$ cat src/design/dma_pkg.sv
`default_nettype none

package dma_pkg;

	// Memory request bus
	localparam logic [1:0] MEM_MODE_READ = 2'b01;
	localparam logic [3:0] DMAC_DID      = 4'h1;
	localparam logic [3:0] DMAC_SUBDID   = 4'h2;

	// Config bus device and register map
	localparam logic [3:0] CFG_DID_DMAC = 4'h3;
	localparam logic [7:0] REG_BASE     = 8'h00; // Base byte address
	localparam logic [7:0] REG_LEN      = 8'h04; // Region length in bytes
	localparam logic [7:0] REG_CTRL     = 8'h08; // Bit 0 is enable

	// Burst geometry
	localparam int BURST_BEATS = 8;
	localparam int BEAT_BYTES  = 8;
	localparam int BURST_BYTES = BURST_BEATS * BEAT_BYTES;

	// Flow control and buffering
	localparam int MEM_CREDITS = 4;
	localparam int FIFO_DEPTH  = 32;
	localparam int FIFO_AW     = 5;

	// One request on the memory request bus
	typedef struct packed {
		logic [1:0]  mode;
		logic [3:0]  did;
		logic [3:0]  subdid;
		logic [31:0] addr;  // Byte address
		logic [7:0]  len;   // Beat count
	} mem_req_t;

	// One response beat
	typedef struct packed {
		logic [3:0]  did;
		logic [3:0]  subdid;
		logic [63:0] data;
	} mem_resp_t;

	// One config bus access
	typedef struct packed {
		logic        r_nw;  // High for read
		logic [3:0]  did;
		logic [7:0]  addr;
		logic [31:0] data;
	} cfg_bus_t;

endpackage

`default_nettype wire

$ cat src/design/dma_burst_issuer.sv
`timescale 1ns/1ps
`default_nettype none

module dma_burst_issuer (
	input  logic              clk,
	input  logic              rst_n,
	input  logic [31:0]       cfg_base,
	input  logic [31:0]       cfg_len,
	input  logic              cfg_enable,
	input  logic              restart,
	input  logic              mem_credit,
	input  logic              beat_taken,
	input  logic [5:0]        fifo_free,
	output logic              mem_req_valid,
	output dma_pkg::mem_req_t mem_req
);

	logic [31:0] next_addr;   // Address of the next burst
	logic [31:0] req_addr;
	logic [31:0] addr_step;
	logic [31:0] region_end;
	logic [31:0] addr_after;
	logic [2:0]  credits;
	logic [5:0]  reserved;    // Beats issued but not yet received
	logic        have_credit;
	logic        space_ok;
	logic        issue;

	// A restart overrides the stored walk position
	assign req_addr   = restart ? cfg_base : next_addr;
	assign addr_step  = req_addr + 32'(dma_pkg::BURST_BYTES);
	assign region_end = cfg_base + cfg_len;
	assign addr_after = (addr_step >= region_end) ? cfg_base : addr_step;

	assign have_credit = (credits != 3'd0);

	// Free space not yet promised to outstanding bursts must fit a full burst
	assign space_ok = {1'b0, fifo_free} >= ({1'b0, reserved} + 7'(dma_pkg::BURST_BEATS));

	assign issue = cfg_enable && have_credit && space_ok;

	// Walk position
	always_ff @(posedge clk) begin
		if (!rst_n)
			next_addr <= '0;
		else if (issue)
			next_addr <= addr_after;
		else if (restart)
			next_addr <= cfg_base;
	end

	// Credit counter, one returned per pulse
	always_ff @(posedge clk) begin
		if (!rst_n)
			credits <= 3'(dma_pkg::MEM_CREDITS);
		else
			credits <= credits - {2'd0, issue} + {2'd0, mem_credit};
	end

	// Reserved FIFO space
	always_ff @(posedge clk) begin
		if (!rst_n)
			reserved <= '0;
		else
			reserved <= reserved + (issue ? 6'(dma_pkg::BURST_BEATS) : 6'd0)
				- {5'd0, beat_taken};
	end

	always_ff @(posedge clk) begin
		if (!rst_n)
			mem_req_valid <= 1'b0;
		else
			mem_req_valid <= issue; // One cycle per burst
	end

	always_ff @(posedge clk) begin
		if (issue) begin
			mem_req.mode   <= dma_pkg::MEM_MODE_READ;
			mem_req.did    <= dma_pkg::DMAC_DID;
			mem_req.subdid <= dma_pkg::DMAC_SUBDID;
			mem_req.addr   <= req_addr;
			mem_req.len    <= 8'(dma_pkg::BURST_BEATS);
		end
	end

	// Credits only come back for requests that went out
	a_credit_max: assert property (@(posedge clk) disable iff (!rst_n)
		credits <= 3'(dma_pkg::MEM_CREDITS));

	// Every own beat belongs to a burst still outstanding
	a_beat_reserved: assert property (@(posedge clk) disable iff (!rst_n)
		beat_taken |-> reserved != 6'd0);

endmodule

`default_nettype wire

$ cat src/design/dma_cfg_regs.sv
`timescale 1ns/1ps
`default_nettype none

module dma_cfg_regs (
	input  logic              clk,
	input  logic              rst_n,
	input  logic              cfg_valid,
	input  dma_pkg::cfg_bus_t cfg,
	output logic [31:0]       cfg_rdata,
	output logic              cfg_rvalid,
	output logic [31:0]       cfg_base,
	output logic [31:0]       cfg_len,
	output logic              cfg_enable,
	output logic              restart
);

	logic hit;
	logic wr_en;
	logic rd_en;

	// Only accesses addressed to this device count
	assign hit   = cfg_valid && (cfg.did == dma_pkg::CFG_DID_DMAC);
	assign wr_en = hit && !cfg.r_nw;
	assign rd_en = hit && cfg.r_nw;

	// Register writes
	always_ff @(posedge clk) begin
		if (!rst_n) begin
			cfg_base   <= '0;
			cfg_len    <= '0;
			cfg_enable <= 1'b0;
			restart    <= 1'b0;
		end else begin
			restart <= 1'b0;
			if (wr_en) begin
				case (cfg.addr)
					dma_pkg::REG_BASE: cfg_base <= cfg.data;
					dma_pkg::REG_LEN:  cfg_len  <= cfg.data;
					dma_pkg::REG_CTRL: begin
						cfg_enable <= cfg.data[0];
						restart    <= cfg.data[0]; // Walk starts over at base
					end
					default: ;
				endcase
			end
		end
	end

	// Read strobe is answered one cycle later
	always_ff @(posedge clk) begin
		if (!rst_n)
			cfg_rvalid <= 1'b0;
		else
			cfg_rvalid <= rd_en;
	end

	always_ff @(posedge clk) begin
		if (rd_en) begin
			case (cfg.addr)
				dma_pkg::REG_BASE: cfg_rdata <= cfg_base;
				dma_pkg::REG_LEN:  cfg_rdata <= cfg_len;
				dma_pkg::REG_CTRL: cfg_rdata <= {31'd0, cfg_enable};
				default:           cfg_rdata <= '0; // Unmapped reads zero
			endcase
		end
	end

	// A strobed access carries defined fields
	a_cfg_known: assert property (@(posedge clk) disable iff (!rst_n)
		cfg_valid |-> !$isunknown(cfg));

endmodule

`default_nettype wire

$ cat src/design/dma_read_ctrl.sv
`timescale 1ns/1ps
`default_nettype none

module dma_read_ctrl (
	input  logic               clk,
	input  logic               rst_n,
	input  logic [31:0]        cfg_base,
	input  logic [31:0]        cfg_len,
	input  logic               cfg_enable,
	input  logic               restart,
	output logic               mem_req_valid,
	output dma_pkg::mem_req_t  mem_req,
	input  logic               mem_credit,
	input  logic               mem_resp_valid,
	input  dma_pkg::mem_resp_t mem_resp,
	input  logic               request,
	output logic [63:0]        data,
	output logic               data_ready,
	output logic               data_avail
);

	logic       beat_taken;
	logic       fifo_pop;
	logic       fifo_empty;
	logic [5:0] fifo_free;

	// Keep only beats addressed to this engine
	assign beat_taken = mem_resp_valid
		&& (mem_resp.did == dma_pkg::DMAC_DID)
		&& (mem_resp.subdid == dma_pkg::DMAC_SUBDID);

	assign fifo_pop   = request && !fifo_empty; // Requests on empty are dropped
	assign data_avail = !fifo_empty;

	// Word appears on data together with this strobe
	always_ff @(posedge clk) begin
		if (!rst_n)
			data_ready <= 1'b0;
		else
			data_ready <= fifo_pop;
	end

	dma_burst_issuer i_issuer (
		.clk           (clk),
		.rst_n         (rst_n),
		.cfg_base      (cfg_base),
		.cfg_len       (cfg_len),
		.cfg_enable    (cfg_enable),
		.restart       (restart),
		.mem_credit    (mem_credit),
		.beat_taken    (beat_taken),
		.fifo_free     (fifo_free),
		.mem_req_valid (mem_req_valid),
		.mem_req       (mem_req)
	);

	dma_word_fifo i_fifo (
		.clk       (clk),
		.rst_n     (rst_n),
		.push      (beat_taken),
		.push_data (mem_resp.data),
		.pop       (fifo_pop),
		.pop_data  (data),
		.empty     (fifo_empty),
		.free      (fifo_free)
	);

endmodule

`default_nettype wire

$ cat src/design/dma_read_sys.sv
`timescale 1ns/1ps
`default_nettype none

module dma_read_sys (
	input  logic               clk,
	input  logic               rst_n,
	input  logic               cfg_valid,
	input  dma_pkg::cfg_bus_t  cfg,
	output logic [31:0]        cfg_rdata,
	output logic               cfg_rvalid,
	output logic               mem_req_valid,
	output dma_pkg::mem_req_t  mem_req,
	input  logic               mem_credit,
	input  logic               mem_resp_valid,
	input  dma_pkg::mem_resp_t mem_resp,
	input  logic               request,
	output logic [63:0]        data,
	output logic               data_ready,
	output logic               data_avail
);

	// Register levels into the read path
	logic [31:0] cfg_base;
	logic [31:0] cfg_len;
	logic        cfg_enable;
	logic        restart;

	dma_cfg_regs i_cfg_regs (
		.clk        (clk),
		.rst_n      (rst_n),
		.cfg_valid  (cfg_valid),
		.cfg        (cfg),
		.cfg_rdata  (cfg_rdata),
		.cfg_rvalid (cfg_rvalid),
		.cfg_base   (cfg_base),
		.cfg_len    (cfg_len),
		.cfg_enable (cfg_enable),
		.restart    (restart)
	);

	dma_read_ctrl i_read_ctrl (
		.clk            (clk),
		.rst_n          (rst_n),
		.cfg_base       (cfg_base),
		.cfg_len        (cfg_len),
		.cfg_enable     (cfg_enable),
		.restart        (restart),
		.mem_req_valid  (mem_req_valid),
		.mem_req        (mem_req),
		.mem_credit     (mem_credit),
		.mem_resp_valid (mem_resp_valid),
		.mem_resp       (mem_resp),
		.request        (request),
		.data           (data),
		.data_ready     (data_ready),
		.data_avail     (data_avail)
	);

endmodule

`default_nettype wire

$ cat src/design/dma_word_fifo.sv
`timescale 1ns/1ps
`default_nettype none

module dma_word_fifo (
	input  logic        clk,
	input  logic        rst_n,
	input  logic        push,
	input  logic [63:0] push_data,
	input  logic        pop,
	output logic [63:0] pop_data,
	output logic        empty,
	output logic [5:0]  free
);

	logic [63:0] mem [dma_pkg::FIFO_DEPTH];

	logic [dma_pkg::FIFO_AW-1:0] wr_ptr;
	logic [dma_pkg::FIFO_AW-1:0] rd_ptr;
	logic [dma_pkg::FIFO_AW:0]   count;   // Occupancy, 0 to depth

	assign empty = (count == '0);
	assign free  = 6'(dma_pkg::FIFO_DEPTH) - count;

	// Storage has no reset
	always_ff @(posedge clk) begin
		if (push)
			mem[wr_ptr] <= push_data;
	end

	// Registered read port
	always_ff @(posedge clk) begin
		if (pop)
			pop_data <= mem[rd_ptr];
	end

	// Pointers wrap naturally at the power-of-two depth
	always_ff @(posedge clk) begin
		if (!rst_n) begin
			wr_ptr <= '0;
			rd_ptr <= '0;
		end else begin
			if (push)
				wr_ptr <= wr_ptr + 1'b1;
			if (pop)
				rd_ptr <= rd_ptr + 1'b1;
		end
	end

	always_ff @(posedge clk) begin
		if (!rst_n)
			count <= '0;
		else
			case ({push, pop})
				2'b10:   count <= count + 1'b1;
				2'b01:   count <= count - 1'b1;
				default: count <= count;  // Both or neither
			endcase
	end

	a_no_overflow: assert property (@(posedge clk) disable iff (!rst_n)
		push |-> count != 6'(dma_pkg::FIFO_DEPTH));

	a_no_underflow: assert property (@(posedge clk) disable iff (!rst_n)
		pop |-> !empty);

endmodule

`default_nettype wire

$ cat config.mk
export PLATFORM = sky130hd
export DESIGN_NAME = dma_read_sys
export DESIGN_NICKNAME = d
export VERILOG_FILES = /design/src/design/dma_pkg.sv /design/src/design/dma_burst_issuer.sv /design/src/design/dma_cfg_regs.sv /design/src/design/dma_read_ctrl.sv /design/src/design/dma_read_sys.sv /design/src/design/dma_word_fifo.sv
export SDC_FILE = /design/constraint.sdc
export NUM_CORES = 2
export LEC_CHECK = 0
export BUFFER_PORTS_ARGS = -buffer_cell sky130_fd_sc_hd__buf_2
export CORE_MARGIN = 5
export CORE_UTILIZATION = 32
export CTS_BUF_LIST = sky130_fd_sc_hd__clkbuf_2
export DETAILED_ROUTE_END_ITERATION = 6
export RECOVER_POWER = 100
export SLEW_MARGIN = 20
export SYNTH_ARGS = -nofsm -noshare
export SYNTH_HDL_FRONTEND = slang
export SYNTH_SLANG_ARGS = --single-unit
export TNS_END_PERCENT = 30
$ cat constraint.sdc
create_clock -name clk -period 6.5 [get_ports clk]
set_input_delay 0.325 -clock clk [delete_from_list [all_inputs] [get_ports clk]]
set_output_delay 0.325 -clock clk [all_outputs]
set_load 0.03 [all_outputs]
-- After elaboration in Yosys (flattened, before gate mapping)
Memories as Yosys holds them, arrays and structs flattened. A register that Yosys moved wholly into a read port is not among the register bits.
Index checks and enable logic that the tools add are counted.
- register bits: 190
- memory bits (writable): 2048
- input bits: 123
- output and inout bits: 150
- logic and storage cells: 63
- memories: 1
- $add $sub $neg: 12
- $lt $le $gt $ge: 2
- equal/unequal tests: 7
- muxes and demuxes: 8
- reductions and logical operators: 18
- memory list (name ; depth ; width ; read ports ; clocked after memory_dff ; write ports ; RTL line ; source):
    i_read_ctrl.i_fifo.mem ; 32 ; 64 ; 1 ; 1 ; 1 ; dma_word_fifo.sv:15 ; logic [63:0] mem [dma_pkg::FIFO_DEPTH];
- operators by type and width (operator ; count):
    32-bit 2-to-1 mux ; 3
    32-bit case mux with 3 select lines ; 1
    32-bit adder ; 1
    32-bit by 7-bit adder with 32-bit output (second input constant) ; 1
    32-bit greater-or-equal comparator ; 1
    6-bit case mux with 2 select lines ; 1
    5-bit by 1-bit adder with 5-bit output (second input constant) ; 2
    4-bit by 2-bit == test with 1-bit output (second input constant) ; 2
    8-bit by 3-bit == test with 1-bit output (second input constant) ; 1
    8-bit by 4-bit == test with 1-bit output (second input constant) ; 1
    1-bit logical AND ; 8
    8-bit logical NOT ; 1
    6-bit by 4-bit adder with 7-bit output (second input constant) ; 1
    6-bit by 7-bit greater-or-equal comparator with 1-bit output ; 1
    6-bit by 1-bit adder with 6-bit output (second input constant) ; 1
    6-bit by 4-bit adder with 6-bit output ; 1
    6-bit logical NOT ; 1
    2-bit AND reduction ; 3
    6-bit by 1-bit subtractor with 6-bit output ; 1
    6-bit by 1-bit subtractor with 6-bit output (second input constant) ; 1
    6-bit subtractor (first input constant) ; 1
    4-bit by 1-bit == test with 1-bit output (second input constant) ; 1
    4-bit 2-to-1 mux ; 1
    3-bit by 1-bit adder with 3-bit output ; 1
    8 further kinds ; 10

-- Logic depth before layout (Yosys ltp)
- word-level depth: 6
- depth in mapped cells: 22
- mapped depth without buffers: 20

-- Modules after synthesis
A second synthesis with hierarchy kept.
- cells, all modules: 5012
- area, all modules: 91729.2 um^2
- modules (own cells, without submodules) (module ; instances ; cells an instance ; area an instance (um^2) ; sequential area each (um^2)):
    dma_word_fifo ; 1 ; 3877 ; 80768.7 ; 63741.1
    dma_burst_issuer ; 1 ; 761 ; 6839.1 ; 1801.7
    dma_cfg_regs ; 1 ; 367 ; 4055.1 ; 2302.2
    dma_read_ctrl ; 1 ; 7 ; 66.3 ; 20.0

-- Worst setup path after synthesis
Ideal clock, no wire load.
- path kind: register to register
- from: register i_read_ctrl.i_fifo.count[0] in the netlist's numbering
- to: register i_read_ctrl.i_fifo.count[5] in the netlist's numbering
- library setup time: 0.070 ns
- data arrival time: 4.995 ns
- data required time: 6.430 ns
- path slack: 1.434 ns
- stages on the path, launching flop included: 16
- period minus slack after synthesis: 5.066 ns
- path through: dfxtp_1 > inv_1 > ha_1 > nand2_1 > or3_1 > and2_1 > clkbuf_1 > ha_1 > ha_1 > a21o_1 > a21oi_1 > o21bai_1 > a21oi_1 > xnor2_1 > or3_1 > a21oi_1
- longest elaborated chain between the ends: 5
- RTL lines (what ; RTL line ; source):
    from (decl) ; dma_word_fifo.sv:19 ; logic [dma_pkg::FIFO_AW:0] count;
    from (signal assigned) ; dma_word_fifo.sv:54 ; 2'b10: count <= count + 1'b1;
    from (signal assigned) ; dma_word_fifo.sv:55 ; 2'b01: count <= count - 1'b1;
    from (signal assigned) ; dma_word_fifo.sv:56 ; default: count <= count;
    6-bit logical NOT * ; dma_word_fifo.sv:21 ; assign empty = (count == '0);
    1-bit logical NOT * ; n/a ;
    net data_avail ; dma_read_sys.sv:19 ; output logic data_avail
    1-bit logical AND * ; dma_read_ctrl.sv:32 ; assign fifo_pop = request && !fifo_empty;
    net i_read_ctrl.fifo_pop ; dma_read_ctrl.sv:23 ; logic fifo_pop;
    2-bit by 1-bit == test with 1-bit output / 2-bit == test (equally long branches) ; dma_word_fifo.sv:53 ; case ({push, pop})
    6-bit case mux with 2 select lines / 2-bit nonzero test (equally long branches) ; n/a ;
The timed path passes the listed nets; every way through them passes the cells marked *.
A chain may end at the register's enable or synchronous reset.

-- Worst setup path in the final report
- from: input cfg[40] in the netlist's numbering
- to: register i_cfg_regs.cfg_len[23]
- longest elaborated chain between the ends: 4
- RTL lines (what ; RTL line ; source):
    from (decl) ; dma_read_sys.sv:8 ; input dma_pkg::cfg_bus_t cfg,
    4-bit by 2-bit == test with 1-bit output ; dma_cfg_regs.sv:22 ; assign hit = cfg_valid && (cfg.did == dma_pkg::CFG_DID_DMAC);
    1-bit logical AND ; dma_cfg_regs.sv:22 ;
    1-bit logical AND ; dma_cfg_regs.sv:23 ; assign wr_en = hit && !cfg.r_nw;
    2-bit AND reduction (no source line) ; n/a ;
    to (signal assigned) ; dma_cfg_regs.sv:38 ; dma_pkg::REG_LEN: cfg_len <= cfg.data;
    to (decl) ; dma_cfg_regs.sv:12 ; output logic [31:0] cfg_len,
No other way between the ends.

==> qor.yml <==
worst_setup_path:
  worst_r2r_path_depth: 16
  r2r_slack_ns: 0.68
  critPathCaptureType: "register"
  crit-reg2reg-launch: "i_cfg_regs.restart"
  path_max_fanout: 28
  critPathLaunchType: "primary input"
  required_ns: 8.08
  critPathKind: "primary input to register"
  worstPathArrival_ns: 7.54
  reg2reg_to: "i_read_ctrl.i_issuer.next_addr[15]"
  crit_start: "cfg[40]"
clocking:
  clockBufferDepth: 4
  htree_levels: 6
  insertion_delay_ns: 1.67
  clkTransAtPathRegs_ns: 0.11
  cts_buffers: 588
  cts_tree: "yes"
  cts_root_buffer: "clkbuf_2"
  cts_sinks: 2302
sta:
  period_needed_ns: 5.96
  hold_violations: 0
  tns_ns: 0
  post-route-period-util_pct: 91.7
  max_freq_mhz: 168
  setup_viol: 0
  tightest_slew_ns: 3.97
  whs_ns: 0.271
  rsz0062_at_grt: "no"
  slew_violations: 1998
  fin_skew_ns: 0.211
  slew_headroom_pct: -165
placement:
  dpl.hpwl_um: 120000
  place_congestion: 0.867
  numPortBuffers: 254
grt:
  grt_pass1_vias: 49224
  grt_use_total_pct: 15.8
  grt_pass1_wl_um: 343000
  grt_max_degree: 121
  grt.overflow.total: 0
  grt_antenna_before_repair: 29
route:
  drt_first_pass_iters: 7
  wl_per_cell_um: 25.2
  num_vias: 47214
  drtIter0Drc: 4435
  drc: 0
  routed_wl_um: 237000
  viasPerCell: 5.02
  ant_nets: 0
finish:
  area_delta_synth_final_pct: 14.9
  seqCellArea_um2: 67900
  multiInputGateArea_um2: 21700
  drive_above_1_share_pct: 30.9
  fill_cells: 26216
  nets: 5480
min_path:
  min_path_cells: 5
  whs_endpoint: "i_cfg_regs.cfg_base[8]"
  min_from: "cfg[8]"
  worst_hold_path_type: "primary input to register"
floorplanning:
  core_um2: 282000
  io_pins: 273
  fp.dieW_um: 542
  row_count: 195
  initial_core_util_pct: 32.1
  die_y_um: 542
  dieArea_um2: 294000
yosys:
  ys_types: 80
  yosys_warnings: 0
  synth_ff_type: "edfxtp_1"
  syn-cell-area_um2: 90600
  postSynthCellCount: 4244
  synth_edf_count: 2176
  avgSynthCellArea_um2: 21.4
  yosysSeqAreaShare_pct: 74.9
  ys_async_sr_fraction_pct: 0
  ys_ff_latch: 2302
power_and_ir_drop:
  vdd_ir_drop_max_mv: 0.141
  p_leak_nw: 32.9
  powerDensity_nw_per_um2: 249
  p_total_w: 0.0260
status:
  status: "finished with violations"
  failed_checks: "capacitance limit, slew limit"
job:
  drv_cap: 67
==> layout by cell type (no fill, tap or decap), types with 45 or more instances in the layout <==
cell type      instances
mux2i_1               54
xnor2_1               45
nor2_1               106
edfxtp_1            2176
dlygate4sd3_1        289
clkbuf_2             845
buf_2                 90
a21oi_1              132
ha_1                  91
dfxtp_1              122
mux2_1                50
clkbuf_1             203
nand2_1              196
mux4_2               640
inv_1                 49
clkinv_1              96
==> flip-flops by register name, indices dropped and copies added (netlist names) <==
name / flops
i_read_ctrl.i_fifo.rd_ptr: 5
i_cfg_regs.cfg_rdata: 32
i_cfg_regs.cfg_len: 32
i_cfg_regs.cfg_base: 32
i_cfg_regs.cfg_enable: 1
i_cfg_regs.restart: 1
i_read_ctrl.data_ready: 1
i_read_ctrl.i_issuer.next_addr: 32
i_read_ctrl.i_issuer.credits: 3
i_read_ctrl.i_fifo.wr_ptr: 5
i_read_ctrl.i_issuer.mem_req: 32
i_read_ctrl.i_fifo.mem: 2048
i_read_ctrl.i_issuer.mem_req_valid: 1
i_read_ctrl.i_fifo.pop_data: 64
i_cfg_regs.cfg_rvalid: 1
i_read_ctrl.i_issuer.reserved: 6
i_read_ctrl.i_fifo.count: 6
==> metal layers <==
metal  part of all wire, %  track usage (%)  vias to the layer above
met5                 0.032                0                        -
met2                    48             25.4                     2118
met4                   2.1             4.17                       14
li1                      -                -                    19969
met1                    42             21.9                    24733
met3                   7.9             3.49                      380
==> Yosys cell counts (4+ instances only) <==
library cell	number	area, um2
a21o_1	31	233
a21oi_1	132	661
a221oi_1	8	70.1
a31oi_1	26	163
and2_1	8	50.1
and3_1	10	62.6
buf_1	44	165
buf_2	5	25.0
buf_4	19	143
clkbuf_1	161	604
dfxtp_1	126	2520
edfxtp_1	2176	65300
fa_1	4	80.1
ha_1	91	1140
inv_1	48	180
mux2_2	81	912
mux2_4	4	60.1
mux2i_1	52	521
mux4_2	640	14400
nand2_1	196	736
nand2b_1	4	25.0
nand3_1	16	80.1
nand4_1	11	68.8
nor2_1	120	450
nor2b_1	5	31.3
nor3_1	10	50.1
o211ai_1	9	67.6
o21a_1	8	60.1
o21ai_0	41	205
o21bai_1	4	30.0
o31ai_1	4	30.0
or3_1	6	37.5
xnor2_1	45	394
xor2_1	28	245
==> worst max path at each step <==
stage / cells past startpoint / slack (ns) / endpoint
6_report: 16 / 0.54 / i_cfg_regs.cfg_len[23]
5_1_grt: 9 / 0.37 / i_read_ctrl.i_fifo.mem[5][17]
4_1_cts: 20 / 1.09 / i_read_ctrl.i_issuer.next_addr[8]
3_5_place_dp: 20 / 1.12 / i_read_ctrl.i_issuer.next_addr[19]
3_3_place_gp: 19 / 1.18 / i_read_ctrl.i_issuer.next_addr[6]
2_1_floorplan: 15 / 1.43 / i_read_ctrl.i_fifo.count[5]
==> kinds of logic (layout without fill, tap and decap cells) <==
kind of cell    count (synthesis)  in the layout  synth area share (%)
flops                        2302           2302                  74.9
mux                           779            779                  17.6
simple gates                  415            415                  2.14
compound gates                293            293                  2.00
buf+inv                       284           1668                  1.30
fa+ha+maj                      95             95                  1.34
xor+xnor                       74             74                 0.724
other cells                     2             30               0.00829
==> critical path, stage by stage <==
cell	delay, ns
dlygate4sd3_1	0.54
buf_2	0.10
dlygate4sd3_1	0.54
nand4_1	0.07
dlygate4sd3_1	0.56
dlygate4sd3_1	0.61
nor2_1	0.10
dlygate4sd3_1	0.68
and3_1	0.19
dlygate4sd3_1	0.55
clkbuf_1	0.55
clkbuf_1	1.25
nand2_1	0.13
dlygate4sd3_1	0.62
a21oi_1	0.12
dlygate4sd3_1	0.61
==> report_power, final <==
part | switching (W) | internal (W)
sequential | 0.00000541 | 0.0162
clock | 0.00574 | 0.00359
combinational | 0.000287 | 0.000152
==> area by class of cell <==
type	count	share of cell area [%]
Clock inverter	145	0.720
Tap cell	3743	4.50
Clock buffer	827	3.97
Antenna cell	12	0.0288
Sequential cell	2302	65.2
Multi-Input combinational cell	1674	20.8
Inverter	52	0.189
Timing Repair Buffer	644	4.56
==> stage by stage <==
stage                     instances  worst slack [ns]  instance area, um2  utilization, %
after floorplan                4260              1.43               90700               -
after global placement         8121              1.18               97000            34.4
after detailed placement       8121              1.12               97000            34.4
after CTS                      9384              1.09              105000            37.2
after global routing           9392             0.370              104000            36.9
final                          9399             0.542              104000            36.9
==> timing repair <==
action,CTS,global route
hold buffers,291,3
setup buffers,0,0
endpoints found under the hold margin,2311,96
gates resized for setup,0,0
(Power assumes the default switching activity.)
